[src/verilog/fdc_pkg.sv]
/*
 * Shared definitions for the WD1793-style controller.
 * Only fixed-geometry images in track-side-sector layout are covered.
 * Timing constants count ce cycles, not clk_sys cycles.
 */
package fdc_pkg;

	typedef logic [7:0]  byte_t;
	typedef logic [1:0]  reg_addr_t;
	typedef logic [19:0] img_addr_t;   // 1 MB image max
	typedef logic [31:0] lba_t;
	typedef logic [10:0] buf_addr_t;
	typedef logic [1:0]  blk_idx_t;    // 512-byte block inside the buffer
	typedef logic [10:0] sec_len_t;
	typedef logic [2:0]  size_code_t;
	typedef logic [1:0]  wd_size_t;    // length is 128 << code

	// register map, status and command share address 0
	localparam reg_addr_t A_STATUS  = 2'd0;
	localparam reg_addr_t A_COMMAND = 2'd0;
	localparam reg_addr_t A_TRACK   = 2'd1;
	localparam reg_addr_t A_SECTOR  = 2'd2;
	localparam reg_addr_t A_DATA    = 2'd3;

	// upper nibble of the command byte
	localparam logic [3:0] CMD_RESTORE   = 4'h0;
	localparam logic [3:0] CMD_SEEK      = 4'h1;
	localparam logic [3:0] CMD_READ      = 4'h8;
	localparam logic [3:0] CMD_WRITE     = 4'hA;
	localparam logic [3:0] CMD_FORCE_INT = 4'hD;

	// ====================================================================
	// timing
	// ====================================================================
	localparam int SETTLE_CYCLES   = 4000;
	localparam int SEEK_DELAY      = 1023;
	localparam int BYTE_DELAY      = 15;
	localparam int WATCHDOG_CYCLES = 4096;
	localparam int ACK_SYNC_DEPTH  = 6;

	typedef enum logic [3:0] {
		S_IDLE,
		S_SEARCH,
		S_FETCH_START,
		S_FETCH_WAIT,
		S_BYTE_DELAY,
		S_BYTE_WAIT,
		S_FLUSH_START,
		S_FLUSH_WAIT,
		S_SETTLE,
		S_END
	} seq_state_t;

endpackage

[src/verilog/fdc_host_regs.sv]
/*
 * Host side of the four-register port.
 * Strobes are qualified by io_en and sampled on ce cycles.
 * Event pulses last one ce cycle; data_wr trails the write edge by one.
 */
`timescale 1ns/1ps

module fdc_host_regs (
	input  logic                clk_sys,
	input  logic                reset,
	input  logic                ce,
	input  logic                io_en,
	input  logic                rd,
	input  logic                wr,
	input  fdc_pkg::reg_addr_t  addr,
	input  fdc_pkg::byte_t      din,
	output fdc_pkg::byte_t      dout,
	input  fdc_pkg::byte_t      status_byte,
	input  fdc_pkg::byte_t      track_reg,
	input  fdc_pkg::byte_t      sector_reg,
	input  fdc_pkg::byte_t      buf_byte,
	input  logic                xfer_read,
	output logic                cmd_wr,
	output logic                track_wr,
	output logic                sector_wr,
	output logic                data_wr,
	output logic                status_read_done,
	output logic                data_read_done,
	output fdc_pkg::byte_t      data_reg
);

	logic rde, wre;
	logic old_rd, old_wr;
	logic wr_rise, rd_rise, rd_fall;
	logic data_wr_q;
	fdc_pkg::reg_addr_t cur_addr;   // address of the access in progress

	assign rde = rd & io_en;
	assign wre = wr & io_en;

	assign wr_rise = wre & ~old_wr;
	assign rd_rise = rde & ~old_rd;
	assign rd_fall = old_rd & ~rde;

	// ====================================================================
	// event pulses
	// ====================================================================
	assign cmd_wr    = ce & wr_rise & (addr == fdc_pkg::A_COMMAND);
	assign track_wr  = ce & wr_rise & (addr == fdc_pkg::A_TRACK);
	assign sector_wr = ce & wr_rise & (addr == fdc_pkg::A_SECTOR);
	assign data_wr   = ce & data_wr_q;

	assign status_read_done = ce & rd_fall & (cur_addr == fdc_pkg::A_STATUS);
	assign data_read_done   = ce & rd_fall & (cur_addr == fdc_pkg::A_DATA);

	always_ff @(posedge clk_sys) begin
		if (reset) begin
			old_rd    <= 1'b0;
			old_wr    <= 1'b0;
			cur_addr  <= fdc_pkg::A_STATUS;
			data_wr_q <= 1'b0;
			data_reg  <= '0;
		end else if (ce) begin
			old_rd <= rde;
			old_wr <= wre;
			if (rd_rise || wr_rise)
				cur_addr <= addr;
			data_wr_q <= wr_rise & (addr == fdc_pkg::A_DATA);
			if (wr_rise && (addr == fdc_pkg::A_DATA))
				data_reg <= din;   // seek target or next write byte
		end
	end

	// read-back mux follows the live address
	always_comb begin
		case (addr)
			fdc_pkg::A_STATUS: dout = status_byte;
			fdc_pkg::A_TRACK:  dout = track_reg;
			fdc_pkg::A_SECTOR: dout = sector_reg;
			default:           dout = xfer_read ? buf_byte : data_reg;
		endcase
	end

endmodule

[config.mk]
export PLATFORM = sky130hd
export DESIGN_NAME = fdc_host_regs
export DESIGN_NICKNAME = d
export VERILOG_FILES = /design/src/verilog/fdc_pkg.sv /design/src/verilog/fdc_host_regs.sv
export SDC_FILE = /design/constraint.sdc
export NUM_CORES = 1
export LEC_CHECK = 0
export BUFFER_PORTS_ARGS = -buffer_cell sky130_fd_sc_hd__buf_2
export CORE_MARGIN = 5
export CORE_UTILIZATION = 35
export DETAILED_ROUTE_END_ITERATION = 6
export HOLD_SLACK_MARGIN = 0.06
export PLACE_DENSITY = 0.74
export SLEW_MARGIN = 20
export SYNTH_ARGS = -nofsm -noshare
export SYNTH_HDL_FRONTEND = slang
export SYNTH_SLANG_ARGS = --single-unit
[constraint.sdc]
create_clock -name clk_sys -period 1.3 [get_ports clk_sys]
set_clock_uncertainty 0.2 [all_clocks]
set_input_delay 0.13 -clock clk_sys [delete_from_list [all_inputs] [get_ports clk_sys]]
set_output_delay 0.13 -clock clk_sys [all_outputs]
set_load 0.1 [all_outputs]
==> results of run 1 <==
-- worst max-delay path, delay by kind of cell (launching register included) --
family                 cells  cell delay [ns]
DFF                        1             0.35
buffers and inverters      1             0.20
muxes                      2             0.74
-- repair_timing --
| item | CTS | global route |
|---|---|---|
| buffers inserted | 3 | 0 |
| pin swaps | 4 | 1 |
| setup endpoints to repair | 22 | 26 |
| hold buffers | 12 | 1 |
| endpoints found under the hold margin | 13 | 1 |
| resized for setup | 27 | 6 |
| gates cloned | 0 | 0 |
-- final timing paths --
path	start	endpoint	slack [ns]	depth (start not counted)
max	data_reg[0]	dout[0]	-0.62	3
min	rd	cur_addr[1]	0.05	4
max reg2reg	old_wr	data_reg[5]	-0.18	4
min reg2reg	old_wr	old_wr	0.28	2
-- area by class of cell --
cell class	instances	area, um2
Fill cell	178	679.4
Multi-Input combinational cell	72	768.2
Timing Repair Buffer	99	869.6
Clock buffer	4	26.28
Sequential cell	13	304.0
Tap cell	31	38.79
-- placed cells by master (no fill, tap or decap) --
master	count
nand2_1	2
buf_6	11
nand3_4	1
clkbuf_1	1
nand2b_1	23
nand2_2	2
nor3_4	2
buf_12	14
and3_4	1
mux4_2	8
dfxtp_2	2
clkbuf_4	3
dlygate4sd3_1	12
or2_4	1
buf_4	14
mux2_4	8
nor3b_4	1
a21oi_1	3
mux2i_1	10
nor2_4	2
dfxtp_4	11
nand3_1	3
a21oi_4	1
and4b_1	1
and2_4	1
buf_2	48
nand2b_4	2
-- kinds of logic after synthesis --
logic type             synth area share (%)
and+or+nand+nor                       25.46
AOI/OAI and AO/OA                     2.078
buffers and inverters                 3.895
DFF                                   27.01
muxes                                 41.56
-- power groups by stage --
stage / logic (W) / clock network (W) / registers [W]
global placement: 0.000534 / 0 / 0.000409
detailed placement: 0.000544 / 0 / 0.000410
CTS: 0.000618 / 0.000274 / 0.000400
global route: 0.000656 / 0.000288 / 0.000400
floorplan: 0.000366 / 0 / 0.000431
finish: 0.000627 / 0.000262 / 0.000398
-- metrics by stage --
stage	worst slack, ns	power, W	instances
finish	-0.6205	0.001287	219
CTS	-0.6250	0.001291	219
global route	-0.6576	0.001343	219
detailed placement	-0.5177	0.0009543	201
global placement	-0.4945	0.0009438	201
floorplan	-0.5418	0.0007972	91
-- metal layers --
metal | global-route usage (%) | vias to the layer above | routed length (um)
li1 | - | 518 | -
met1 | 17.99 | 515 | 1213
met2 | 33.68 | 38 | 1891
met3 | 5.755 | 13 | 196
met4 | 11.67 | 0 | 116
met5 | 0 | - | 0
==> impl_results.md, run 1 <==
- Status: finished, violations left
- Failing checks: negative setup slack
- Top-count cell post-synth: nand2b_1
- Comb power frac: 48.7%
- Width of the die: 62.47 um
- First-pass detailed-route iteration total: 4
- Initial Util: 35.86%
- Gr usage total: 18.60%
- Worst VDD drop: 665.8 uV
- CP Cell Sequence: mux2_4, mux4_2, buf_6
- P_int: 0.0007715 W
- Core Box Area: 0.002686 mm2
- #FFs+latches synth: 13
- CTS tree: built
- Sw Pwr: 0.0005159 W
- Vias in the first global route: 1304
- Power density cells: 641.5 mW/mm2
- Largest net degree at the start of global routing: 24
- Clk sink count: 13
- Endpoints failing hold: 0
- MaxCap Viol Count: 0
- Switching part of the total: 40.07%
- Placed instance area: 0.001754 mm2
- Top-area cell type share of the netlist area: 27.01%
- Top cells by count, synth: nand2b_1, dfxtp_1, mux2i_1, mux2_4, mux4_2
- Post-synthesis cell area: 963.4 um2
- Initial antenna violation count: 0
- CTS Buf Count: 3
- Worst Hold Class: in -> reg
- Drt via density: 4.950
- Yosys warns: 0
- WP data arrival: 1.59 ns
- Final Cycle Share: 147.7%
- P&R area growth vs syn: 108.3%
- Post-route setup slack: -0.6205 ns
- CTS Root Cell: clkbuf_4
- Final ANT Viol Nets: 0
- Worst relative slew slack: 79.62%
- Number of synthesized flops with an enable pin: 0
- Final hold slack: 0.05412 ns
- Syn_nets: 140
- Final setup viols: 21
- Grt ovf: 0
- Post-layout util: 74.71%
- Sequential Power Share: 30.9%
- Port buffer count: 70
- Initial DRC count: 17
- Clk pwr share: 20.4%
- Final TNS setup: -7.429 ns
- Worst-path clk slew: 0.09 ns
- Crit-path max FO: 2
- Synth Area per Inst: 10.59 um2
- WP data required: 0.97 ns
- Rows: 19
- Detail Placement HPWL: 2.650 mm
- Area contributors post-synth: dfxtp_1, mux4_2, nand2b_1
- Die ar.: 0.003902 mm2
- Avg WL per Cell: 15.61 um
- Diode count: 0
- Worst Max-Slew Pin Slew: 0.3058 ns
- Layout cells sized above 1: 70.74%
- Max reg flops: 8
- Highest clock rate: 0.5207 GHz
- Crit Path Category: reg -> out
- Slowest stage delay, CP: 0.48 ns
- DR DRC count: 0
- Via Count: 1084
- Longest Clk Path Bufs: 2
- Leakage: 0.8629 nW
- Post-route cell area: 0.002007 mm2
- First-pass GRT wire length: 5.927 mm
- Final nets: 238
- Ports: 71
- Distinct cell type count after synthesis: 19
- Routability congestion estimate: 0.8070
- CTS H-tree lvls: 1
- Post-Synthesis Cells: 91
- Startpoint types: flop
- Area leader, netlist: dfxtp_1
- Crit path max-delay cell type: mux4_2
- Clk Latency, worst-skew pair: 0.28 ns
- Final WL: 3.418 mm
- Seq/Total Area, Yosys: 27.01%
- CP Capture Type: primary output
- Fin. max-slew vios: 0
- Asr flop ratio synth: 0%
- Die Ht: 62.47 um
- Synth Flop Type: dfxtp_1
- Period minus WS final: 1.920 ns
- RSZ-0062 raised after global routing: true
(Power assumes the default switching activity.)
==> run 2: changes to the inputs <==
--- a/config.mk
+++ b/config.mk
@@ -9,8 +9,10 @@
 export CORE_MARGIN = 5
 export CORE_UTILIZATION = 35
 export DETAILED_ROUTE_END_ITERATION = 6
+export GPL_TIMING_DRIVEN = 0
 export HOLD_SLACK_MARGIN = 0.06
 export PLACE_DENSITY = 0.74
+export REMOVE_ABC_BUFFERS = 1
 export SLEW_MARGIN = 20
 export SYNTH_ARGS = -nofsm -noshare
 export SYNTH_HDL_FRONTEND = slang
==> run 2 against run 1 <==
Against the previous run:
- the run still ends with negative setup slack left
- maximum frequency increased by 0.83%
- sequential power increased by 5%
- design area decreased by 6.0%
- routed wire length increased by 2.1%
- setup slack improved by 0.016 ns
- count of clock-buffer cells in the layout unchanged
- combinational power increased by 3.3%
- largest power group unchanged
- highest routed layer unchanged
==> impl_results.md, run 2 (same netlist as run 1, synthesis figures left out) <==
- Status: finished, violations left
- Failing checks: negative setup slack
- Final Cycle Share: 146.5%
- Worst-path clk slew: 0.09 ns
- WP data arrival: 1.57 ns
- CTS tree: built
- CP Capture Type: primary output
- Power density cells: 704.3 mW/mm2
- Avg WL per Cell: 16.39 um
- Post-layout util: 70.24%
- Ports: 71
- Port buffer count: 70
- WP data required: 0.97 ns
- Longest Clk Path Bufs: 2
- Die ar.: 0.003902 mm2
- Final ANT Viol Nets: 0
- RSZ-0062 raised after global routing: true
- Highest clock rate: 0.5250 GHz
- Final WL: 3.491 mm
- MaxCap Viol Count: 0
- Largest net degree at the start of global routing: 24
- Core Box Area: 0.002686 mm2
- Worst relative slew slack: 72.93%
- CTS H-tree lvls: 1
- Die Ht: 62.47 um
- Routability congestion estimate: 0.7668
- Clk Latency, worst-skew pair: 0.28 ns
- Initial DRC count: 40
- Startpoint types: flop
- Gr usage total: 17.05%
- Initial antenna violation count: 0
- Worst VDD drop: 592.3 uV
- Most common cell after layout, fill and taps aside: buf_2
- Initial Util: 35.86%
- Leakage: 0.8329 nW
- CTS Root Cell: clkbuf_4
- Max reg flops: 8
- Clk sink count: 13
- CTS Buf Count: 3
- Layout cells sized above 1: 67.58%
- Overall power: 0.001329 W
- Detail Placement HPWL: 2.237 mm
- Via Count: 1091
- Crit-path max FO: 2
- Post-placement cell count: 186
- Final non-filler cell total: 213
- Crit Path Category: reg -> out
- Grt ovf: 0
- First-pass detailed-route iteration total: 4
- Period minus WS final: 1.905 ns
- Worst Hold Class: in -> reg
- DR DRC count: 0
- Width of the die: 62.47 um
- P&R area growth vs syn: 95.84%
- Worst Max-Slew Pin Slew: 0.4061 ns
- First-pass GRT wire length: 5.382 mm
- Post-route setup slack: -0.6047 ns
- Final nets: 232
- Diode count: 0
- Vias in the first global route: 1192
- Fin. max-slew vios: 0
- Endpoints failing hold: 0
- Most frequent cells in the layout: buf_2, nand2b_1, dlygate4sd3_1
- Drt via density: 5.122
- Final setup viols: 21
- Rows: 19
## run 2: path summary, 6_finish.rpt
path | start | to | slack [ns] | cells past startpoint
hold / removal | rd | cur_addr[0] | 0.08 | 4
setup reg to reg | old_wr | data_reg[1] | -0.19 | 4
setup / recovery | data_reg[7] | dout[7] | -0.60 | 3
hold reg to reg | old_wr | old_wr | 0.29 | 2
## run 2: area by class of cell
| cell class | instances | area, um2 |
|---|---|---|
| clock buffer | 4 | 26.28 |
| fill | 218 | 799.5 |
| multi-input combinational | 72 | 738.2 |
| sequential | 13 | 277.8 |
| tap | 31 | 38.79 |
| timing repair buffer | 93 | 805.8 |
## run 2: critical path, stage by stage, from the launching register on
cell	delay (ns)
dfxtp_2	0.33
mux2_4	0.26
mux4_2	0.51
buf_12	0.19
## run 2: power by group
group / internal [W] / total [W] / switching [W]
Sequential: 0.000407 / 0.000416 / 0.00000899
Combinational: 0.000285 / 0.000648 / 0.000363
Clock: 0.000119 / 0.000265 / 0.000146
## run 2: layer usage
metal	wire (um)	vias up	global-route usage [%]	share of wire (%)
li1	-	510	-	-
met1	1095	514	15.07	31
met2	2035	54	34.33	58
met3	221	13	3.237	6.3
met4	138	0	10.08	4.0
met5	0	-	0	0
## run 2: what timing repair did
item                                    in CTS  in global routing
endpoints found under the hold margin       12                  0
pin swaps                                    3                  1
resized for setup                           86                 14
endpoints found under the setup margin      31                 29
buffers inserted                             8                  3
hold buffers                                13                  0
## run 2: stage by stage
stage	worst slack (ns)	hold slack, ns	cell area (um2)	TNS [ns]
after global placement	-0.5208	0.1901	1315	-7.188
final	-0.6047	0.07803	1887	-7.751
after floorplan	-1.964	-0.0009342	925.9	-14.68
after CTS	-0.6141	0.06847	1817	-7.342
after detailed placement	-0.5389	0.1963	1315	-7.501
after global routing	-0.6367	0.09864	1887	-8.703
