File: src/verilog/fdc_pkg.sv
/*
 * Shared definitions for the WD1793-style controller.
 * Only fixed-geometry images in track-side-sector layout are covered.
 * Timing constants count ce cycles, not clk_sys cycles.
 */
package fdc_pkg;

	typedef logic [7:0]  byte_t;
	typedef logic [1:0]  reg_addr_t;
	typedef logic [19:0] img_addr_t;   // 1 MB image max
	typedef logic [31:0] lba_t;
	typedef logic [10:0] buf_addr_t;
	typedef logic [1:0]  blk_idx_t;    // 512-byte block inside the buffer
	typedef logic [10:0] sec_len_t;
	typedef logic [2:0]  size_code_t;
	typedef logic [1:0]  wd_size_t;    // length is 128 << code

	// register map, status and command share address 0
	localparam reg_addr_t A_STATUS  = 2'd0;
	localparam reg_addr_t A_COMMAND = 2'd0;
	localparam reg_addr_t A_TRACK   = 2'd1;
	localparam reg_addr_t A_SECTOR  = 2'd2;
	localparam reg_addr_t A_DATA    = 2'd3;

	// upper nibble of the command byte
	localparam logic [3:0] CMD_RESTORE   = 4'h0;
	localparam logic [3:0] CMD_SEEK      = 4'h1;
	localparam logic [3:0] CMD_READ      = 4'h8;
	localparam logic [3:0] CMD_WRITE     = 4'hA;
	localparam logic [3:0] CMD_FORCE_INT = 4'hD;

	// ====================================================================
	// timing
	// ====================================================================
	localparam int SETTLE_CYCLES   = 4000;
	localparam int SEEK_DELAY      = 1023;
	localparam int BYTE_DELAY      = 15;
	localparam int WATCHDOG_CYCLES = 4096;
	localparam int ACK_SYNC_DEPTH  = 6;

	typedef enum logic [3:0] {
		S_IDLE,
		S_SEARCH,
		S_FETCH_START,
		S_FETCH_WAIT,
		S_BYTE_DELAY,
		S_BYTE_WAIT,
		S_FLUSH_START,
		S_FLUSH_WAIT,
		S_SETTLE,
		S_END
	} seq_state_t;

endpackage

File: src/verilog/fdc_sequencer.sv
/*
 * Command FSM: Type I stepping, sector read/write through the SD buffer,
 * force interrupt and the lost-data watchdog.
 * One command at a time; a new command is taken only while idle,
 * except FORCE INTERRUPT. SD back-pressure is waited out without limit.
 */
`timescale 1ns/1ps

module fdc_sequencer (
	input  logic                 clk_sys,
	input  logic                 reset,
	input  logic                 ce,
	input  fdc_pkg::byte_t       din,
	input  logic                 cmd_wr,
	input  logic                 track_wr,
	input  logic                 sector_wr,
	input  logic                 data_wr,
	input  logic                 status_read_done,
	input  logic                 data_read_done,
	input  fdc_pkg::byte_t       data_reg,
	input  logic                 wp,
	input  logic                 ready,
	input  fdc_pkg::img_addr_t   img_addr,
	input  fdc_pkg::byte_t       sectors_per_track,
	input  fdc_pkg::wd_size_t    wd_size,
	input  fdc_pkg::blk_idx_t    blk_last,
	output fdc_pkg::byte_t       status_byte,
	output fdc_pkg::byte_t       track_reg,
	output fdc_pkg::byte_t       sector_reg,
	output fdc_pkg::byte_t       disk_track,
	output logic                 xfer_read,
	output logic                 busy,
	output logic                 drq,
	output logic                 intrq,
	output logic                 sd_rd,
	output logic                 sd_wr,
	input  logic                 sd_ack,
	output fdc_pkg::lba_t        sd_lba,
	output fdc_pkg::blk_idx_t    sd_block,
	output fdc_pkg::buf_addr_t   buf_addr,
	output logic                 buf_we
);

	localparam int AD = fdc_pkg::ACK_SYNC_DEPTH;

	fdc_pkg::seq_state_t state;

	logic cmd_mode;          // 0 shows Type I status, 1 Type II
	logic s_wpe, s_headloaded, s_seekerr, s_lostdata, s_wrfault;
	logic write_cmd, multisector, step_dir, sd_busy;
	logic byte_taken;
	logic [AD-1:0] ack;
	logic [12:0] delay_cnt;  // seek, byte and settle delays
	logic [12:0] wd_cnt;
	fdc_pkg::sec_len_t byte_cnt;
	fdc_pkg::blk_idx_t blk_max;
	fdc_pkg::byte_t    next_track;

	assign next_track = (din[6] ? din[5] : step_dir) ? disk_track - 8'd1 : disk_track + 8'd1;
	assign byte_taken = xfer_read ? data_read_done : data_wr;
	assign buf_we     = data_wr & write_cmd & (state == fdc_pkg::S_BYTE_WAIT);
	assign sd_lba     = fdc_pkg::lba_t'(img_addr[19:9]) + fdc_pkg::lba_t'(sd_block);

	assign status_byte = cmd_mode ?
		{~ready, wp & s_wpe, s_wrfault, s_seekerr | ~ready, 1'b0, s_lostdata, drq, busy} :
		{~ready, wp & s_wpe, s_headloaded, s_seekerr | ~ready, 1'b0,
		 disk_track == 8'd0, 1'b0, busy};

	always_ff @(posedge clk_sys) begin
		if (reset) begin
			state        <= fdc_pkg::S_IDLE;
			cmd_mode     <= 1'b0;
			{s_wpe, s_headloaded, s_seekerr, s_lostdata, s_wrfault} <= 5'b10000;
			{write_cmd, multisector, step_dir, sd_busy} <= 4'b0000;
			{xfer_read, busy, drq, intrq, sd_rd, sd_wr} <= 6'b000000;
			ack          <= '0;
			delay_cnt    <= '0;
			wd_cnt       <= '0;
			byte_cnt     <= '0;
			buf_addr     <= '0;
			sd_block     <= '0;
			disk_track   <= '0;
			track_reg    <= '0;
			sector_reg   <= 8'd1;
		end else if (ce) begin
			// SD handshake on the synchronized ack
			ack <= {ack[AD-2:0], sd_ack};
			if (ack[AD-1:AD-2] == 2'b01)
				{sd_rd, sd_wr} <= 2'b00;
			if (ack[AD-1:AD-2] == 2'b10)
				sd_busy <= 1'b0;   // block done

			if (status_read_done)
				intrq <= 1'b0;

			case (state)
				fdc_pkg::S_IDLE: ;

				fdc_pkg::S_SEARCH: begin
					if (!ready) begin
						s_seekerr <= 1'b1;
						state     <= fdc_pkg::S_END;
					end else if (delay_cnt != 0) begin
						delay_cnt <= delay_cnt - 13'd1;
					end else if (sector_reg == 8'd0 || sector_reg > sectors_per_track) begin
						s_seekerr <= 1'b1;   // record not found
						state     <= fdc_pkg::S_END;
					end else begin
						byte_cnt <= fdc_pkg::sec_len_t'(11'd128 << wd_size);
						buf_addr <= {2'b00, img_addr[8:0]};
						blk_max  <= blk_last;
						sd_block <= '0;
						state    <= fdc_pkg::S_FETCH_START;
					end
				end

				// fetch also precedes a write, sectors may not fill a block
				fdc_pkg::S_FETCH_START: begin
					sd_rd   <= 1'b1;
					sd_busy <= 1'b1;
					state   <= fdc_pkg::S_FETCH_WAIT;
				end

				fdc_pkg::S_FETCH_WAIT: if (!sd_busy) begin
					sd_block  <= sd_block + 2'd1;
					delay_cnt <= 13'(fdc_pkg::BYTE_DELAY);
					state     <= (sd_block < blk_max) ? fdc_pkg::S_FETCH_START
					                                  : fdc_pkg::S_BYTE_DELAY;
				end

				fdc_pkg::S_BYTE_DELAY: begin
					if (delay_cnt != 0) begin
						delay_cnt <= delay_cnt - 13'd1;
					end else begin
						drq    <= 1'b1;
						wd_cnt <= 13'(fdc_pkg::WATCHDOG_CYCLES);
						state  <= fdc_pkg::S_BYTE_WAIT;
					end
				end

				fdc_pkg::S_BYTE_WAIT: begin
					if (byte_taken || wd_cnt == 0) begin
						drq <= 1'b0;
						if (!byte_taken)
							s_lostdata <= 1'b1;   // byte skipped
						if (byte_cnt == 11'd1) begin
							if (write_cmd) begin
								sd_block <= '0;
								state    <= fdc_pkg::S_FLUSH_START;
							end else if (multisector) begin
								sector_reg <= sector_reg + 8'd1;
								delay_cnt  <= 13'(fdc_pkg::SEEK_DELAY);
								state      <= fdc_pkg::S_SEARCH;
							end else begin
								state <= fdc_pkg::S_END;
							end
						end else begin
							buf_addr  <= buf_addr + 11'd1;
							byte_cnt  <= byte_cnt - 11'd1;
							delay_cnt <= 13'(fdc_pkg::BYTE_DELAY);
							state     <= fdc_pkg::S_BYTE_DELAY;
						end
					end else begin
						wd_cnt <= wd_cnt - 13'd1;
					end
				end

				fdc_pkg::S_FLUSH_START: begin
					sd_wr   <= 1'b1;
					sd_busy <= 1'b1;
					state   <= fdc_pkg::S_FLUSH_WAIT;
				end

				fdc_pkg::S_FLUSH_WAIT: if (!sd_busy) begin
					sd_block <= sd_block + 2'd1;
					if (sd_block < blk_max) begin
						state <= fdc_pkg::S_FLUSH_START;
					end else if (multisector) begin
						sector_reg <= sector_reg + 8'd1;
						delay_cnt  <= 13'(fdc_pkg::SEEK_DELAY);
						state      <= fdc_pkg::S_SEARCH;
					end else begin
						state <= fdc_pkg::S_END;
					end
				end

				fdc_pkg::S_SETTLE: begin
					if (delay_cnt != 0)
						delay_cnt <= delay_cnt - 13'd1;
					else
						state <= fdc_pkg::S_END;
				end

				default: begin   // S_END
					busy      <= 1'b0;
					drq       <= 1'b0;
					intrq     <= 1'b1;
					xfer_read <= 1'b0;
					state     <= fdc_pkg::S_IDLE;
				end
			endcase

			// ====================================================================
			// command decode, overrides the FSM step above
			// ====================================================================
			if (cmd_wr) begin
				intrq <= 1'b0;
				if (din[7:4] == fdc_pkg::CMD_FORCE_INT) begin
					cmd_mode <= 1'b0;
					{s_wrfault, s_seekerr, s_lostdata} <= 3'b000;
					if (state != fdc_pkg::S_IDLE)
						state <= fdc_pkg::S_END;
					else
						{drq, busy} <= 2'b00;
				end else if (state == fdc_pkg::S_IDLE && !din[7]) begin
					// Type I: restore, seek, step
					cmd_mode     <= 1'b0;
					s_wpe        <= 1'b1;
					s_seekerr    <= 1'b0;
					s_headloaded <= din[3];
					busy         <= 1'b1;
					delay_cnt    <= 13'(fdc_pkg::SETTLE_CYCLES + 1);
					state        <= fdc_pkg::S_SETTLE;
					if (din[7:4] == fdc_pkg::CMD_RESTORE) begin
						disk_track <= '0;
						track_reg  <= '0;
					end else if (din[7:4] == fdc_pkg::CMD_SEEK) begin
						disk_track <= data_reg;
						track_reg  <= data_reg;
					end else begin
						if (din[6])
							step_dir <= din[5];   // 1 steps out
						disk_track <= next_track;
						if (din[4])
							track_reg <= next_track;
					end
				end else if (state == fdc_pkg::S_IDLE &&
				             (din[7:5] == fdc_pkg::CMD_READ[3:1] ||
				              din[7:5] == fdc_pkg::CMD_WRITE[3:1])) begin
					cmd_mode    <= 1'b1;
					s_wpe       <= din[5];
					{s_wrfault, s_seekerr, s_lostdata} <= 3'b000;
					busy        <= 1'b1;
					write_cmd   <= din[5];
					xfer_read   <= ~din[5];
					multisector <= din[4];
					delay_cnt   <= 13'(fdc_pkg::SEEK_DELAY);
					state       <= fdc_pkg::S_SEARCH;
					if (din[5] && wp) begin
						s_wrfault <= 1'b1;   // protected disk, no transfer
						delay_cnt <= 13'(fdc_pkg::SETTLE_CYCLES + 1);
						state     <= fdc_pkg::S_SETTLE;
					end
				end
				// read address, read track and write track fall through
			end

			if (track_wr && !busy)
				track_reg <= din;
			if (sector_wr && !busy)
				sector_reg <= din;
		end
	end

endmodule

File: config.mk
export PLATFORM = sky130hd
export DESIGN_NAME = fdc_sequencer
export DESIGN_NICKNAME = d
export VERILOG_FILES = /design/src/verilog/fdc_pkg.sv /design/src/verilog/fdc_sequencer.sv
export SDC_FILE = /design/constraint.sdc
export NUM_CORES = 1
export LEC_CHECK = 0
export BUFFER_PORTS_ARGS = -buffer_cell sky130_fd_sc_hd__clkbuf_2
export CAP_MARGIN = 10
export CELL_PAD_IN_SITES_DETAIL_PLACEMENT = 0
export CELL_PAD_IN_SITES_GLOBAL_PLACEMENT = 2
export CORE_ASPECT_RATIO = 1.5
export CORE_UTILIZATION = 32
export CTS_BUF_LIST = sky130_fd_sc_hd__clkbuf_2
export DETAILED_ROUTE_END_ITERATION = 6
export PLACE_DENSITY_LB_ADDON = 0.1
export REMOVE_ABC_BUFFERS = 1
export SYNTH_ARGS = -nofsm -noshare
export SYNTH_HDL_FRONTEND = slang
export SYNTH_SLANG_ARGS = --single-unit
File: constraint.sdc
create_clock -name clk_sys -period 3.2 [get_ports clk_sys]
set_input_delay 0.32 -clock clk_sys [delete_from_list [all_inputs] [get_ports clk_sys]]
set_output_delay 0.32 -clock clk_sys [all_outputs]
set_load 0.03 [all_outputs]
==> metrics.md <==
| Metric | Value |
|---|---|
| CP max FO | 21 |
| Number of I/O port buffers | 122 |
| Post-synth cell types | 76 |
| Critical Path End Type | primary output |
| Hold crit path type | in -> reg |
| CP Cell Sequence | nand2b_1 -> nor2_1 -> buf_4 -> and3_1 -> clkbuf_2 |
| Max clock buf depth | 2 |
| Setup Fix Bufs, Post-CTS | 0 |
| Dpl cell area | 0.007676 sq mm |
| DRC | 0 |
| Vias post-DR | 6928 |
| NumNets Final | 1119 |
| Worst Reg-to-Reg Cells | 7 |
| Routed met3 length | 640 um |
| Worst path max stage delay | 0.91 ns |
| Starting DRC count in detailed routing | 340 |
| GRT overflow | 0 |
| Reg2reg end | buf_addr[0] |
| Synth Flop Type | dfxtp_1 |
| Post-layout min period | 2.999 ns |
| Final Max Tran Viols | 0 |
| Slew @ Worst Pin | 0.8029 ns |
| WS Path Type | reg -> out |
| DIE AREA | 0.02169 sq mm |
| CTS Sinks | 102 |
| Router iterations before antenna repair | 4 |
| Endpoints failing setup | 0 |
| Pwr dens | 370.2 mW/mm^2 |
| Die width | 120.6 um |
| Post-Route WL | 23.15 mm |
| Rows | 64 |
| Clock latency on the worst-skew pair | 0.64 ns |
| Total GRT Usage | 0.2183 |
| Static Leak | 3.332 nW |
| Initial antenna violation count | 1 |
| Crit path launch | state[2] |
| Starting Density | 0.3293 |
| Worst Skew | 0.03776 ns |
| Core box area | 0.02050 sq mm |
| Synth area leader | dfxtp_1 |
| Met2 routed WL | 12.44 mm |
| Syn Area/Cell | 7.500 sq um |
| R2r setup slk | 0.27 ns |
| Max-cap violations | 0 |
| Largest net degree at the start of global routing | 45 |
| Yosys reg bits | 102 |
| Die Span Y | 179.9 um |
| Via density | 5.313 |
| Final instance area | 0.007928 sq mm |
| Final period utilization | 0.9372 |
| Post-synth ARST share | 0 |
| Global-route wire length before repair | 37.16 mm |
| Post-synth EDFFs | 2 |
| Ys Warns | 0 |
| RR Startpoint | delay_cnt[8] |
| CTS tree | built |
| Root Buffer | clkbuf_2 |
| Max layer used | met4 |
| Final Hold Viols | 0 |
| Layout cells sized above 1 | 0.1869 |
| Worst Path Arrival | 2.68 ns |
| Share of the synthesized area in the top cell type | 0.2966 |
| H-Tree Level Count | 3 |
| WL/cell | 17.75 um |
| Startpoint types | flop |
| Antenna viol nets, final | 0 |
| RSZ-0062 raised after global routing | false |
| Dpl hpwl | 17.71 mm |
| Layout area overhead | 17.44% |
| Register area share after synthesis | 0.3055 |
| Status | finished clean |
| Cells after synthesis | 900 |
| Req. time, crit path | 2.88 ns |
| Setup TNS | 0 ns |
| Reg clk slew, reported paths | 0.27 ns |
| Vias in the first global route | 6995 |
| Top-Level Pins | 144 |
| Synth top area cells | dfxtp_1 30%, nand2_1 5.7%, a21oi_1 5.4%, nor2_1 5.3%, ha_1 4.4% |
| Routed length on met1 | 9.416 mm |
| Maximum VDD drop | 0.1315 mV |
| Cts bufs inserted | 9 |
| Biggest regs | delay_cnt (13), wd_cnt (13) |
| CP max-delay cell | dfxtp_1 |
| Worst Setup EP | buf_we |
| Post-Syn Area | 0.006750 sq mm |
| Routability cong. | 0.8635 |
| Max Fclk | 333.4 MHz |
| Slew headroom | 0.4640 |
[report_power, final]
part           leakage [nW]  switching, mW  internal (mW)
logic                  2.43          0.577          0.321
registers             0.830         0.0614           1.33
clock network        0.0691          0.471          0.175
[cell usage after synthesis (all sizes together) (3+ instances only)]
cell / n
and3: 10
a211oi: 15
mux2i: 18
dfxtp: 100
xnor2: 11
xor2: 16
inv: 39
buf: 28
a32oi: 3
nand4: 6
nand2: 103
o21a: 3
o211ai: 20
nor2: 97
clkbuf: 41
nand2b: 10
o21ai: 59
a21o: 5
o31ai: 11
o31a: 3
and2: 8
a21oi: 73
nor3: 35
nand3b: 7
or2: 6
a31oi: 16
nor3b: 5
nor2b: 9
ha: 24
nand3: 37
o41ai: 4
or4: 3
or3: 9
a2111oi: 3
a311oi: 5
o221a: 3
a22oi: 6
nor4: 12
[per-layer routing]
metal,vias up,GRT usage
met4,0,0.09778
li1,3478,-
met3,33,0.02316
met2,132,0.4080
met5,-,0
met1,3285,0.2433
[worst max-delay path, delay by kind of cell (launching register included)]
family / cells / cell delay (ns)
buffers and inverters: 2 / 0.50
and+or+nand+nor: 3 / 0.65
DFF: 1 / 0.91
[cell type report]
| type | instances | area, sq um |
|---|---|---|
| timing repair buffer | 171 | 1023 |
| clock buffer | 9 | 45.04 |
| sequential | 102 | 2063 |
| multi-input combinational | 710 | 4249 |
| inverter | 39 | 146.4 |
| fill | 2282 | 12570 |
| clock inverter | 7 | 65.06 |
| tap | 264 | 330.3 |
| antenna | 2 | 5.005 |
[placed cells by master, fill, tap and decap left out, types with 4 or more instances in the layout]
cell           Yosys  layout
nor2_1            96      96
conb_1             1      21
and3_1            10      10
a21oi_1           73      73
dlygate4sd3_1      0      13
nor3_1            35      34
a211oi_1          14      14
xnor2_1           11      11
mux2i_1           18      18
or2_2              4       4
nand3b_1           7       7
xor2_1            16      16
clkbuf_2           0     131
inv_1             39      39
ha_1              24      24
nor4_1            10      10
nand3_1           37      37
nor2b_1            9       9
a21o_1             5       5
o41ai_1            4       4
a31oi_1           16      16
buf_4             22      35
a22oi_1            6       6
nand2_1          103     103
and2_1             8       8
o211ai_1          20      20
nand2b_1          10      10
dfxtp_1          100      99
o31ai_1           11      11
nor3b_1            5       5
a311oi_1           4       4
or3_1              9       9
nand4_1            6       6
o21ai_0           56      56
[worst min-delay path by stage]
stage	from	to	slack (ns)	depth (start not counted)
floorplan	reset	buf_addr[1]	0.39	1
global placement	track_reg[0]	track_reg[0]	0.44	2
detailed placement	track_reg[3]	track_reg[3]	0.44	2
CTS	img_addr[3]	buf_addr[3]	0.008	5
global route	din[5]	write_cmd	0.02	3
finish	img_addr[3]	buf_addr[3]	0.06	5
[cell families after synthesis]
family                     after synthesis  share of synthesized area
xor gates and xnor gates                27                    0.03503
adders and majority gates               26                    0.05042
muxes                                   20                    0.03003
buffers and inverters                  108                    0.07692
DFF                                    102                     0.3055
and+or+nand+nor                        364                     0.2589
AOI/OAI and AO/OA                      252                     0.2426
other                                    1                  0.0005555
[stage by stage]
| step | instances | total power, mW | worst slack (ns) | hold WS (ns) | util |
|---|---|---|---|---|---|
| 2_1_floorplan | 851 | 1.952 | 0.4468 | 0.3879 | - |
| 3_3_place_gp | 1273 | 2.306 | 0.3667 | 0.4420 | 0.3745 |
| 3_5_place_dp | 1273 | 2.304 | 0.2956 | 0.4437 | 0.3745 |
| 4_1_cts | 1301 | 2.984 | 0.01497 | 0.007500 | 0.3857 |
| 5_1_grt | 1304 | 3.120 | 0.04091 | 0.01925 | 0.3867 |
| 6_report | 1304 | 2.934 | 0.2010 | 0.05946 | 0.3867 |
[timing repair]
action | 4_1_cts | 5_1_grt
resized for setup | 0 | 2
endpoints found under the setup margin | 0 | 2
hold endpoints to repair | 15 | 1
hold buffers | 12 | 1
Note: power is estimated with default switching activity, not from simulation.
