==> config.mk <==
export PLATFORM = sky130hd
export DESIGN_NAME = sector_geometry
export DESIGN_NICKNAME = d
export VERILOG_FILES = /design/src/verilog/fdc_pkg.sv /design/src/verilog/sector_geometry.sv
export SDC_FILE = /design/constraint.sdc
export NUM_CORES = 1
export LEC_CHECK = 0
export BUFFER_PORTS_ARGS = -buffer_cell sky130_fd_sc_hd__buf_2
export CAP_MARGIN = 20
export CORE_MARGIN = 2
export CORE_UTILIZATION = 40
export DETAILED_ROUTE_END_ITERATION = 10
export PLACE_DENSITY = 0.59
export SLEW_MARGIN = 20
export SYNTH_ARGS = -nofsm -noshare
export SYNTH_HDL_FRONTEND = slang
export SYNTH_SLANG_ARGS = --single-unit
==> constraint.sdc <==
create_clock -name vclk -period 12.4
set_clock_uncertainty 0.05 [all_clocks]
set_input_delay 2.48 -clock vclk [all_inputs]
set_output_delay 2.48 -clock vclk [all_outputs]
set_load 0.1 [all_outputs]
==> src/verilog/fdc_pkg.sv <==
/*
 * Shared definitions for the WD1793-style controller.
 * Only fixed-geometry images in track-side-sector layout are covered.
 * Timing constants count ce cycles, not clk_sys cycles.
 */
package fdc_pkg;

	typedef logic [7:0]  byte_t;
	typedef logic [1:0]  reg_addr_t;
	typedef logic [19:0] img_addr_t;   // 1 MB image max
	typedef logic [31:0] lba_t;
	typedef logic [10:0] buf_addr_t;
	typedef logic [1:0]  blk_idx_t;    // 512-byte block inside the buffer
	typedef logic [10:0] sec_len_t;
	typedef logic [2:0]  size_code_t;
	typedef logic [1:0]  wd_size_t;    // length is 128 << code

	// register map, status and command share address 0
	localparam reg_addr_t A_STATUS  = 2'd0;
	localparam reg_addr_t A_COMMAND = 2'd0;
	localparam reg_addr_t A_TRACK   = 2'd1;
	localparam reg_addr_t A_SECTOR  = 2'd2;
	localparam reg_addr_t A_DATA    = 2'd3;

	// upper nibble of the command byte
	localparam logic [3:0] CMD_RESTORE   = 4'h0;
	localparam logic [3:0] CMD_SEEK      = 4'h1;
	localparam logic [3:0] CMD_READ      = 4'h8;
	localparam logic [3:0] CMD_WRITE     = 4'hA;
	localparam logic [3:0] CMD_FORCE_INT = 4'hD;

	// ====================================================================
	// timing
	// ====================================================================
	localparam int SETTLE_CYCLES   = 4000;
	localparam int SEEK_DELAY      = 1023;
	localparam int BYTE_DELAY      = 15;
	localparam int WATCHDOG_CYCLES = 4096;
	localparam int ACK_SYNC_DEPTH  = 6;

	typedef enum logic [3:0] {
		S_IDLE,
		S_SEARCH,
		S_FETCH_START,
		S_FETCH_WAIT,
		S_BYTE_DELAY,
		S_BYTE_WAIT,
		S_FLUSH_START,
		S_FLUSH_WAIT,
		S_SETTLE,
		S_END
	} seq_state_t;

endpackage

==> src/verilog/sector_geometry.sv <==
/*
 * Fixed geometry table and image address rule.
 * Layout is track-side-sector; sector numbers start at 1.
 * Codes above 4 fall back to the 26x128 format.
 */
`timescale 1ns/1ps

module sector_geometry (
	input  fdc_pkg::byte_t       disk_track,
	input  logic                 side,
	input  fdc_pkg::byte_t       sector_reg,
	input  fdc_pkg::size_code_t  size_code,
	output fdc_pkg::img_addr_t   img_addr,
	output fdc_pkg::byte_t       sectors_per_track,
	output fdc_pkg::wd_size_t    wd_size,
	output fdc_pkg::blk_idx_t    blk_last
);

	logic [7:0]  head_pos;   // track and side as one index
	logic [15:0] sec_idx;
	logic        unaligned;

	always_comb begin
		case (size_code)
			3'd1: begin
				sectors_per_track = 8'd16;   // 16 x 256
				wd_size           = 2'd1;
			end
			3'd2: begin
				sectors_per_track = 8'd9;
				wd_size           = 2'd2;
			end
			3'd3: begin
				sectors_per_track = 8'd5;    // 5 x 1024
				wd_size           = 2'd3;
			end
			3'd4: begin
				sectors_per_track = 8'd10;
				wd_size           = 2'd2;
			end
			default: begin
				sectors_per_track = 8'd26;   // 26 x 128
				wd_size           = 2'd0;
			end
		endcase
	end

	assign head_pos  = {disk_track[6:0], side};
	assign sec_idx   = 16'(head_pos) * 16'(sectors_per_track) + 16'(sector_reg) - 16'd1;
	assign img_addr  = fdc_pkg::img_addr_t'(sec_idx) << (7 + wd_size);
	assign unaligned = (img_addr[8:0] != 9'd0);

	// extra 512-byte blocks the sector spills into
	always_comb begin
		case (wd_size)
			2'd2:    blk_last = unaligned ? 2'd1 : 2'd0;
			2'd3:    blk_last = unaligned ? 2'd2 : 2'd1;
			default: blk_last = 2'd0;
		endcase
	end

endmodule

==> results of run 1 <==
## per-stage QoR
| step | cell area [sq um] | setup WS [ns] | instances | hold WS, ns | util, % |
|---|---|---|---|---|---|
| 3_3_place_gp | 2980 | 1.80 | 471 | 5.54 | 44.6 |
| 2_1_floorplan | 2760 | 0.220 | 368 | 5.46 | - |
| 5_1_grt | 2980 | 1.42 | 471 | 5.58 | 44.6 |
| 6_report | 2980 | 1.74 | 471 | 5.55 | 44.6 |
| 4_1_cts | 2980 | 1.79 | 471 | 5.55 | 44.6 |
| 3_5_place_dp | 2980 | 1.81 | 471 | 5.55 | 44.6 |
## cell usage after synthesis, drive strengths merged (3+ instances only)
cell / n
nand2: 48
inv: 47
ha: 40
fa: 27
nor2: 21
buf: 14
o21ai: 13
a21oi: 12
and2: 11
clkbuf: 11
and3: 9
nor3: 9
a211o: 6
mux2: 6
mux2i: 6
a21o: 5
a31oi: 5
nor2b: 5
a2111oi: 4
nand3: 4
o211ai: 4
o21a: 4
or3: 4
xnor2: 4
a211oi: 3
nand2b: 3
nand4: 3
o2111ai: 3
## cells in the final DEF (no fill, tap or decap), drive strengths merged, types with 3 or more instances in the layout
| master | n |
|---|---|
| a2111oi | 4 |
| a211o | 6 |
| a211oi | 3 |
| a21o | 5 |
| a21oi | 12 |
| a31oi | 5 |
| and2 | 11 |
| and3 | 9 |
| buf | 48 |
| conb | 7 |
| fa | 27 |
| ha | 40 |
| inv | 47 |
| mux2 | 6 |
| mux2i | 6 |
| nand2 | 48 |
| nand2b | 3 |
| nand3 | 4 |
| nand4 | 3 |
| nor2 | 21 |
| nor2b | 5 |
| nor3 | 9 |
| o2111ai | 3 |
| o211ai | 4 |
| o21a | 4 |
| o21ai | 13 |
| or3 | 4 |
| xnor2 | 4 |
## tightest hold or removal path, cell delays in order
cell and delay, ns:
buf_2 0.10, nor2b_1 0.04, buf_4 0.18, buf_2 0.31
## layer usage
layer | wire, um | vias up | global-route usage [%]
met2 | 3090 | 56 | 29.2
li1 | - | 1309 | -
met4 | 21 | 0 | 0.710
met5 | 0 | - | 0
met3 | 160 | 2 | 0.0952
met1 | 3040 | 1231 | 24.0
## worst min-delay path by stage
stage | endpoint | slack, ns | cells past startpoint
4_1_cts | sectors_per_track[0] | 5.55 | 4
2_1_floorplan | sectors_per_track[1] | 5.46 | 2
6_report | sectors_per_track[0] | 5.55 | 4
3_5_place_dp | sectors_per_track[0] | 5.55 | 4
5_1_grt | sectors_per_track[0] | 5.58 | 4
3_3_place_gp | sectors_per_track[0] | 5.54 | 4
## cell families after synthesis
kind of cell / after synthesis / synth area share (%)
AOI/OAI and AO/OA: 76 / 20.3
and+or+nand+nor: 128 / 23.3
adders and majority gates: 67 / 38.4
other: 1 / 0.138
xor gates and xnor gates: 6 / 1.94
muxes: 12 / 4.70
buffers and inverters: 72 / 11.3
## cell type report
| class | count | area, sq um | area share (%) |
|---|---|---|---|
| timing repair buffer | 48 | 250 | 8.40 |
| inverter | 47 | 176 | 5.92 |
| multi-input combinational | 296 | 2450 | 82.3 |
| tap | 80 | 100 | 3.36 |
==> run_results.csv, run 1 <==
group,metric,value,unit
clock_network,ctsHoldBuffers,0,
floorplan,fp.dieH,86.4,um
floorplan,start_util,40.6,%
timing,rsz0062_at_grt,"false",
worst_setup_path,critPathMaxStageDelay,0.65,ns
final_layout,fin_nets,480,
placement,place.gp.congestion,0.844,
final_layout,areaGrowthSynthToFinish,9.78,%
clock_network,cts_setup_buffers,0,
timing,setup_violations,0,
min_path,hold_start,"size_code[2]",
timing,drv_slew,0,
routing,routed_wl,6320,um
worst_setup_path,end_kind,"primary output",
placement,dp_hpwl,5170,um
worst_setup_path,crit_top_cell,"fa_1",
worst_setup_path,crit_chain,"buf_2 -> nor2b_1 -> buf_4 -> nor2_2 -> nand2_1 -> fa_1 -> fa_1 -> fa_1 -> inv_1 -> fa_1 -> ha_1 -> nor2_1 -> nor3_1 -> o211ai_1 -> a2111oi_0 -> nor4b_1 -> a211o_1 -> o311ai_2 -> buf_2",
worst_setup_path,slowest_stage,"a2111oi_0",
clock_network,cts_resized,0,
yosys,synth_area_leaders,"fa_1, ha_1, nand2_1, inv_1, nor2_1",
yosys,netlist-cell-type-count,57,
placement,numPortBuffers,44,
timing,setup_tns,0,ns
timing,clock.fmax,93.8,MHz
yosys,syn_area,0.00271,sq mm
routing,drtAntennaViolNets,0,
global_route,grt_antenna_before_repair,0,
worst_setup_path,worstPathRequired,9.87,ns
global_route,first_global_vias,2290,
final_layout,layout.area.seq,0,sq um
worst_setup_path,cp_max_fo,15,
floorplan,die-area,0.00746,sq mm
yosys,ys_seq_area_share,0,%
timing,slew_headroom,54.5,%
floorplan,row_count,30,
worst_setup_path,crit_type,"primary input to primary output",
final_layout,drive_above_1_share,15.3,%
global_route,grt_first_pass_wirelength,10400,um
floorplan,floorplan.core_area,0.00668,sq mm
worst_setup_path,worstSetupEndpoint,"img_addr[18]",
worst_setup_path,crit_buf_inv,4,
worst_setup_path,critPathLaunchType,"primary input",
flow_run,max_cap_viol_count,0,
yosys,yosysWarningCount,0,
timing,period_share,85.9,%
yosys,syn_avg_cell_area,7.49,sq um
timing,worst_pin_slew,0.666,ns
global_route,grt-ovfl-total,0,
final_layout,seq_cell_count,0,
min_path,hold_class,"primary input to primary output",
status,status,"finished clean",
routing,wl_per_cell,13.4,um
yosys,netlist.top_cell.by_area,"fa_1",
timing,fin_crit,10.66,ns
routing,drc_errors,0,
routing,vias,2598,
yosys,synth.top_cell.area_share,19.9,%
worst_setup_path,critPathLaunch,"size_code[1]",
final_layout,nClkBuffers,0,
worst_setup_path,path_delay_family,"adder cells",
global_route,gr-usage-all-layers,16.5,%
routing,dr.pass1.iters,5,
final_layout,nFillCells,729,
worst_setup_path,cp_data_arrival_time,8.13,ns
yosys,netlist_instances,362,
final_layout,num_antenna_cells,0,
global_route,grt_max_degree,41,
routing,first_iter_violations,167,
worst_setup_path,critical_path_depth,19,
routing,via_per_inst,5.52,
floorplan,die_w,86.4,um
floorplan,io_pins,52,
timing,hold_viol_final,0,
Power of run 1 is not shown: default switching activity piles up to over one toggle a cycle in this logic, so the estimate is an artifact.
==> inputs of run 2 (changes only) <==
- PLACE_DENSITY: 0.59 -> unset
==> run 2 against run 1 <==
Net effect:
- utilization shrank 0.11 points
- largest cell class unchanged
- sequential share of layout area is the same
- fmax shrank 2.7%
==> run_results.csv, run 2 (synthesis results as in run 1) <==
group,metric,value,unit
worst_setup_path,end_kind,"primary output",
worst_setup_path,cp_max_fo,19,
routing,routed_wl,6410,um
placement,dp_hpwl,5200,um
timing,slew_headroom,52.8,%
final_layout,drive_above_1_share,15.1,%
worst_setup_path,critPathLaunchType,"primary input",
floorplan,row_count,30,
flow_run,max_cap_viol_count,0,
routing,first_iter_violations,116,
status,status,"finished clean",
routing,wl_per_cell,13.6,um
timing,whs,5.55,ns
timing,drv_slew,0,
final_layout,final_common_cell,"nand2_1",
global_route,grt_max_degree,41,
timing,hold_viol_final,0,
timing,fin_crit,10.95,ns
clock_network,cts_setup_buffers,0,
placement,place.gp.congestion,0.885,
min_path,hold_start,"size_code[2]",
placement,numPortBuffers,44,
final_layout,mostFrequentLayoutCells,"nand2_1, inv_1, buf_2",
timing,clock.fmax,91.3,MHz
floorplan,start_util,40.6,%
final_layout,areaGrowthSynthToFinish,9.50,%
routing,drc_errors,0,
min_path,min_to,"sectors_per_track[0]",
routing,drtAntennaViolNets,0,
routing,via_per_inst,5.60,
final_layout,nFillCells,707,
global_route,gr-usage-all-layers,17.0,%
floorplan,fp.dieH,86.4,um
final_layout,num_antenna_cells,0,
min_path,hold_class,"primary input to primary output",
floorplan,die-area,0.00746,sq mm
global_route,grt_antenna_before_repair,0,
global_route,grt-ovfl-total,0,
global_route,first_global_vias,2398,
floorplan,floorplan.core_area,0.00668,sq mm
final_layout,nClkBuffers,0,
routing,vias,2631,
final_layout,seq_cell_count,0,
clock_network,ctsHoldBuffers,0,
routing,dr.pass1.iters,4,
timing,setup_tns,0,ns
timing,rsz0062_at_grt,"false",
final_layout,fin_nets,479,
min_path,worstHoldPathCells,4,
floorplan,die_w,86.4,um
clock_network,cts_resized,0,
worst_setup_path,cp_data_arrival_time,8.42,ns
global_route,grt_first_pass_wirelength,10800,um
timing,worst_pin_slew,0.690,ns
floorplan,io_pins,52,
timing,period_share,88.3,%
worst_setup_path,crit_type,"primary input to primary output",
timing,setup_violations,0,
worst_setup_path,worstPathRequired,9.87,ns
final_layout,multi_input_area,0.00245,sq mm
final_layout,layout.area.seq,0,sq um
==> run 2: layer usage <==
layer / track usage (%) / part of all wire [%] / up-vias
met1: 23.8 / 48 / 1290
met5: 0 / 0 / -
met3: 0.0952 / 1.8 / 0
li1: - / - / 1306
met4: 0.426 / 0 / 0
met2: 31.3 / 50 / 35
==> run 2: worst max path at each step <==
stage / from / to / slack (ns) / cells past startpoint
after floorplan: size_code[2] / img_addr[19] / 0.22 / 18
after global placement: size_code[0] / img_addr[18] / 1.57 / 19
after detailed placement: size_code[0] / img_addr[18] / 1.48 / 19
after CTS: size_code[0] / img_addr[18] / 1.48 / 19
after global routing: size_code[0] / img_addr[18] / 1.11 / 19
final: size_code[0] / img_addr[18] / 1.45 / 19
==> run 2: per-stage QoR <==
| stage | setup slack, ns | utilization, % | instances | instance area (sq um) |
|---|---|---|---|---|
| detailed placement | 1.48 | 44.5 | 470 | 2970 |
| CTS | 1.48 | 44.5 | 470 | 2970 |
| global route | 1.11 | 44.5 | 470 | 2970 |
| floorplan | 0.220 | - | 368 | 2760 |
| global placement | 1.57 | 44.5 | 470 | 2970 |
| finish | 1.45 | 44.5 | 470 | 2970 |
==> run 2: layout make-up <==
| type | instances | area share (%) |
|---|---|---|
| well taps | 80 | 3.37 |
| multi-input cells | 296 | 82.5 |
| repair buffers | 47 | 8.17 |
| inverters | 47 | 5.94 |
==> run 2: critical path, stage by stage <==
cell and delay (ns):
buf_2 0.15, nand2b_1 0.10, inv_1 0.27, nor2_2 0.45, nand2_1 0.13, fa_1 0.54
fa_1 0.44, fa_1 0.54, inv_1 0.05, fa_1 0.45, ha_1 0.47, nor2_1 0.11
nor3_1 0.29, o211ai_1 0.23, a2111oi_0 0.67, nor4b_1 0.17, a211o_1 0.32, o311ai_2 0.07
buf_2 0.47
Power of run 2 is left out for the same reason.
==> inputs of run 3 (changes only) <==
--- a/constraint.sdc
+++ b/constraint.sdc
@@ -4,2 +4,2 @@
 set_output_delay 2.48 -clock vclk [all_outputs]
-set_load 0.1 [all_outputs]
+set_load 0.005 [all_outputs]
==> run 3 against run 2 <==
Net effect:
- cell count stayed put
- worst hold slack worse by 0.17 ns
- fmax is 2.8% higher
- global-route usage is 0.33 points lower
- final area is 0.72% lower
- count of clock-buffer cells in the layout stayed put
- routed wire length is 1.6% lower
==> run_results.csv, run 3 (synthesis results as in run 1) <==
group,metric,value,unit
clock_network,cts_resized,0,
final_layout,instances_no_fill,470,
global_route,grt_max_degree,41,
worst_setup_path,crit_chain,"buf_2 -> nor2b_1 -> buf_4 -> nor2_1 -> nand2_1 -> ha_1 -> fa_1 -> fa_1 -> inv_1 -> fa_1 -> ha_1 -> nor2_1 -> nor3_1 -> o211ai_1 -> a2111oi_0 -> nor4b_1 -> a211o_1 -> o311ai_0 -> buf_2",
worst_setup_path,worstPathRequired,9.87,ns
power,pwr_density_cell,209,mW/mm^2
routing,vias,2587,
final_layout,final_common_cell,"nand2_1",
floorplan,start_util,40.6,%
power,power_frac_seq,0,%
worst_setup_path,end_kind,"primary output",
power,irDropWorstVdd,0.0713,mV
power,switchingPower,353,uW
min_path,hold_start,"size_code[2]",
routing,routed_wl,6310,um
power,p_leak,0.00152,uW
worst_setup_path,crit_buf_inv,4,
global_route,grt_first_pass_wirelength,10700,um
floorplan,die-area,0.00746,sq mm
global_route,first_global_vias,2407,
routing,first_iter_violations,146,
floorplan,io_pins,52,
timing,hold_viol_final,0,
global_route,grt-ovfl-total,0,
final_layout,layout.area.seq,0,sq um
flow_run,max_cap_viol_count,0,
min_path,hold_class,"primary input to primary output",
final_layout,areaGrowthSynthToFinish,8.72,%
power,switching_share,57.1,%
floorplan,fp.dieH,86.4,um
floorplan,row_count,30,
placement,placed_area,0.00295,sq mm
clock_network,cts_setup_buffers,0,
placement,place.gp.congestion,0.859,
timing,fin_crit,10.65,ns
worst_setup_path,critPathMaxStageDelay,0.75,ns
placement,numPortBuffers,44,
floorplan,die_w,86.4,um
routing,wl_per_cell,13.4,um
worst_setup_path,cp_data_arrival_time,8.12,ns
power,intPower,265,uW
worst_setup_path,crit_type,"primary input to primary output",
timing,drv_slew,0,
timing,clock.fmax,93.9,MHz
final_layout,num_antenna_cells,0,
timing,worst_pin_slew,0.956,ns
routing,drtAntennaViolNets,0,
final_layout,nClkBuffers,0,
worst_setup_path,critPathLaunchType,"primary input",
clock_network,ctsHoldBuffers,0,
timing,rsz0062_at_grt,"false",
placement,dp.cells,470,
routing,dr.pass1.iters,4,
routing,drc_errors,0,
final_layout,fin_area,0.00295,sq mm
power,clkPwrFrac,0,%
final_layout,fin_nets,479,
timing,setup_violations,0,
min_path,worstHoldPathCells,4,
worst_setup_path,path_delay_family,"adder cells",
worst_setup_path,crit_top_cell,"fa_1",
floorplan,floorplan.core_area,0.00668,sq mm
final_layout,drive_above_1_share,14.1,%
worst_setup_path,slowest_stage,"nor2_1",
status,status,"finished clean",
timing,period_share,85.8,%
global_route,gr-usage-all-layers,16.7,%
routing,via_per_inst,5.50,
timing,whs,5.38,ns
final_layout,mostFrequentLayoutCells,"nand2_1, inv_1, buf_2",
final_layout,seq_cell_count,0,
timing,setup_tns,0,ns
power,pwr-share-comb,100.0,%
placement,dp_hpwl,5190,um
worst_setup_path,cp_max_fo,15,
timing,slew_headroom,36.0,%
global_route,grt_antenna_before_repair,0,
min_path,min_to,"sectors_per_track[0]",
## run 3: area by class of cell
cell class,instances,area (sq um)
fillers,705,3730
multi-input cells,296,2430
repair buffers,47,243
inverters,47,176
well taps,80,100
## run 3: worst max path at each step
| stage | start | to | slack, ns | depth (start not counted) |
|---|---|---|---|---|
| final | size_code[1] | img_addr[18] | 1.75 | 19 |
| after global routing | size_code[1] | img_addr[18] | 1.32 | 19 |
| after CTS | size_code[1] | img_addr[18] | 1.74 | 19 |
| after detailed placement | size_code[1] | img_addr[18] | 1.75 | 19 |
| after global placement | size_code[1] | img_addr[18] | 1.77 | 19 |
| after floorplan | size_code[2] | img_addr[18] | 2.42 | 19 |
## run 3: stage by stage
step	utilization, %	power (uW)	setup WS [ns]
final	44.1	618	1.75
after global routing	44.1	700	1.32
after CTS	44.1	619	1.74
after detailed placement	44.1	615	1.75
after global placement	44.1	610	1.77
after floorplan	-	474	2.42
## run 3: per-layer routing
| layer | GRT usage (%) | part of all wire (%) | up-vias |
|---|---|---|---|
| met5 | 0 | 0 | - |
| met4 | 0.994 | 0.79 | 0 |
| met3 | 0.190 | 2.1 | 4 |
| met2 | 29.9 | 50 | 37 |
| met1 | 23.7 | 48 | 1246 |
| li1 | - | - | 1300 |
## run 3: power groups by stage
stage / Sequential, uW / Combinational, uW / Clock (uW)
final: 0 / 618 / 0
after global routing: 0 / 700 / 0
after CTS: 0 / 619 / 0
after detailed placement: 0 / 615 / 0
after global placement: 0 / 610 / 0
after floorplan: 0 / 474 / 0
Power figures use the tool's default switching activity.
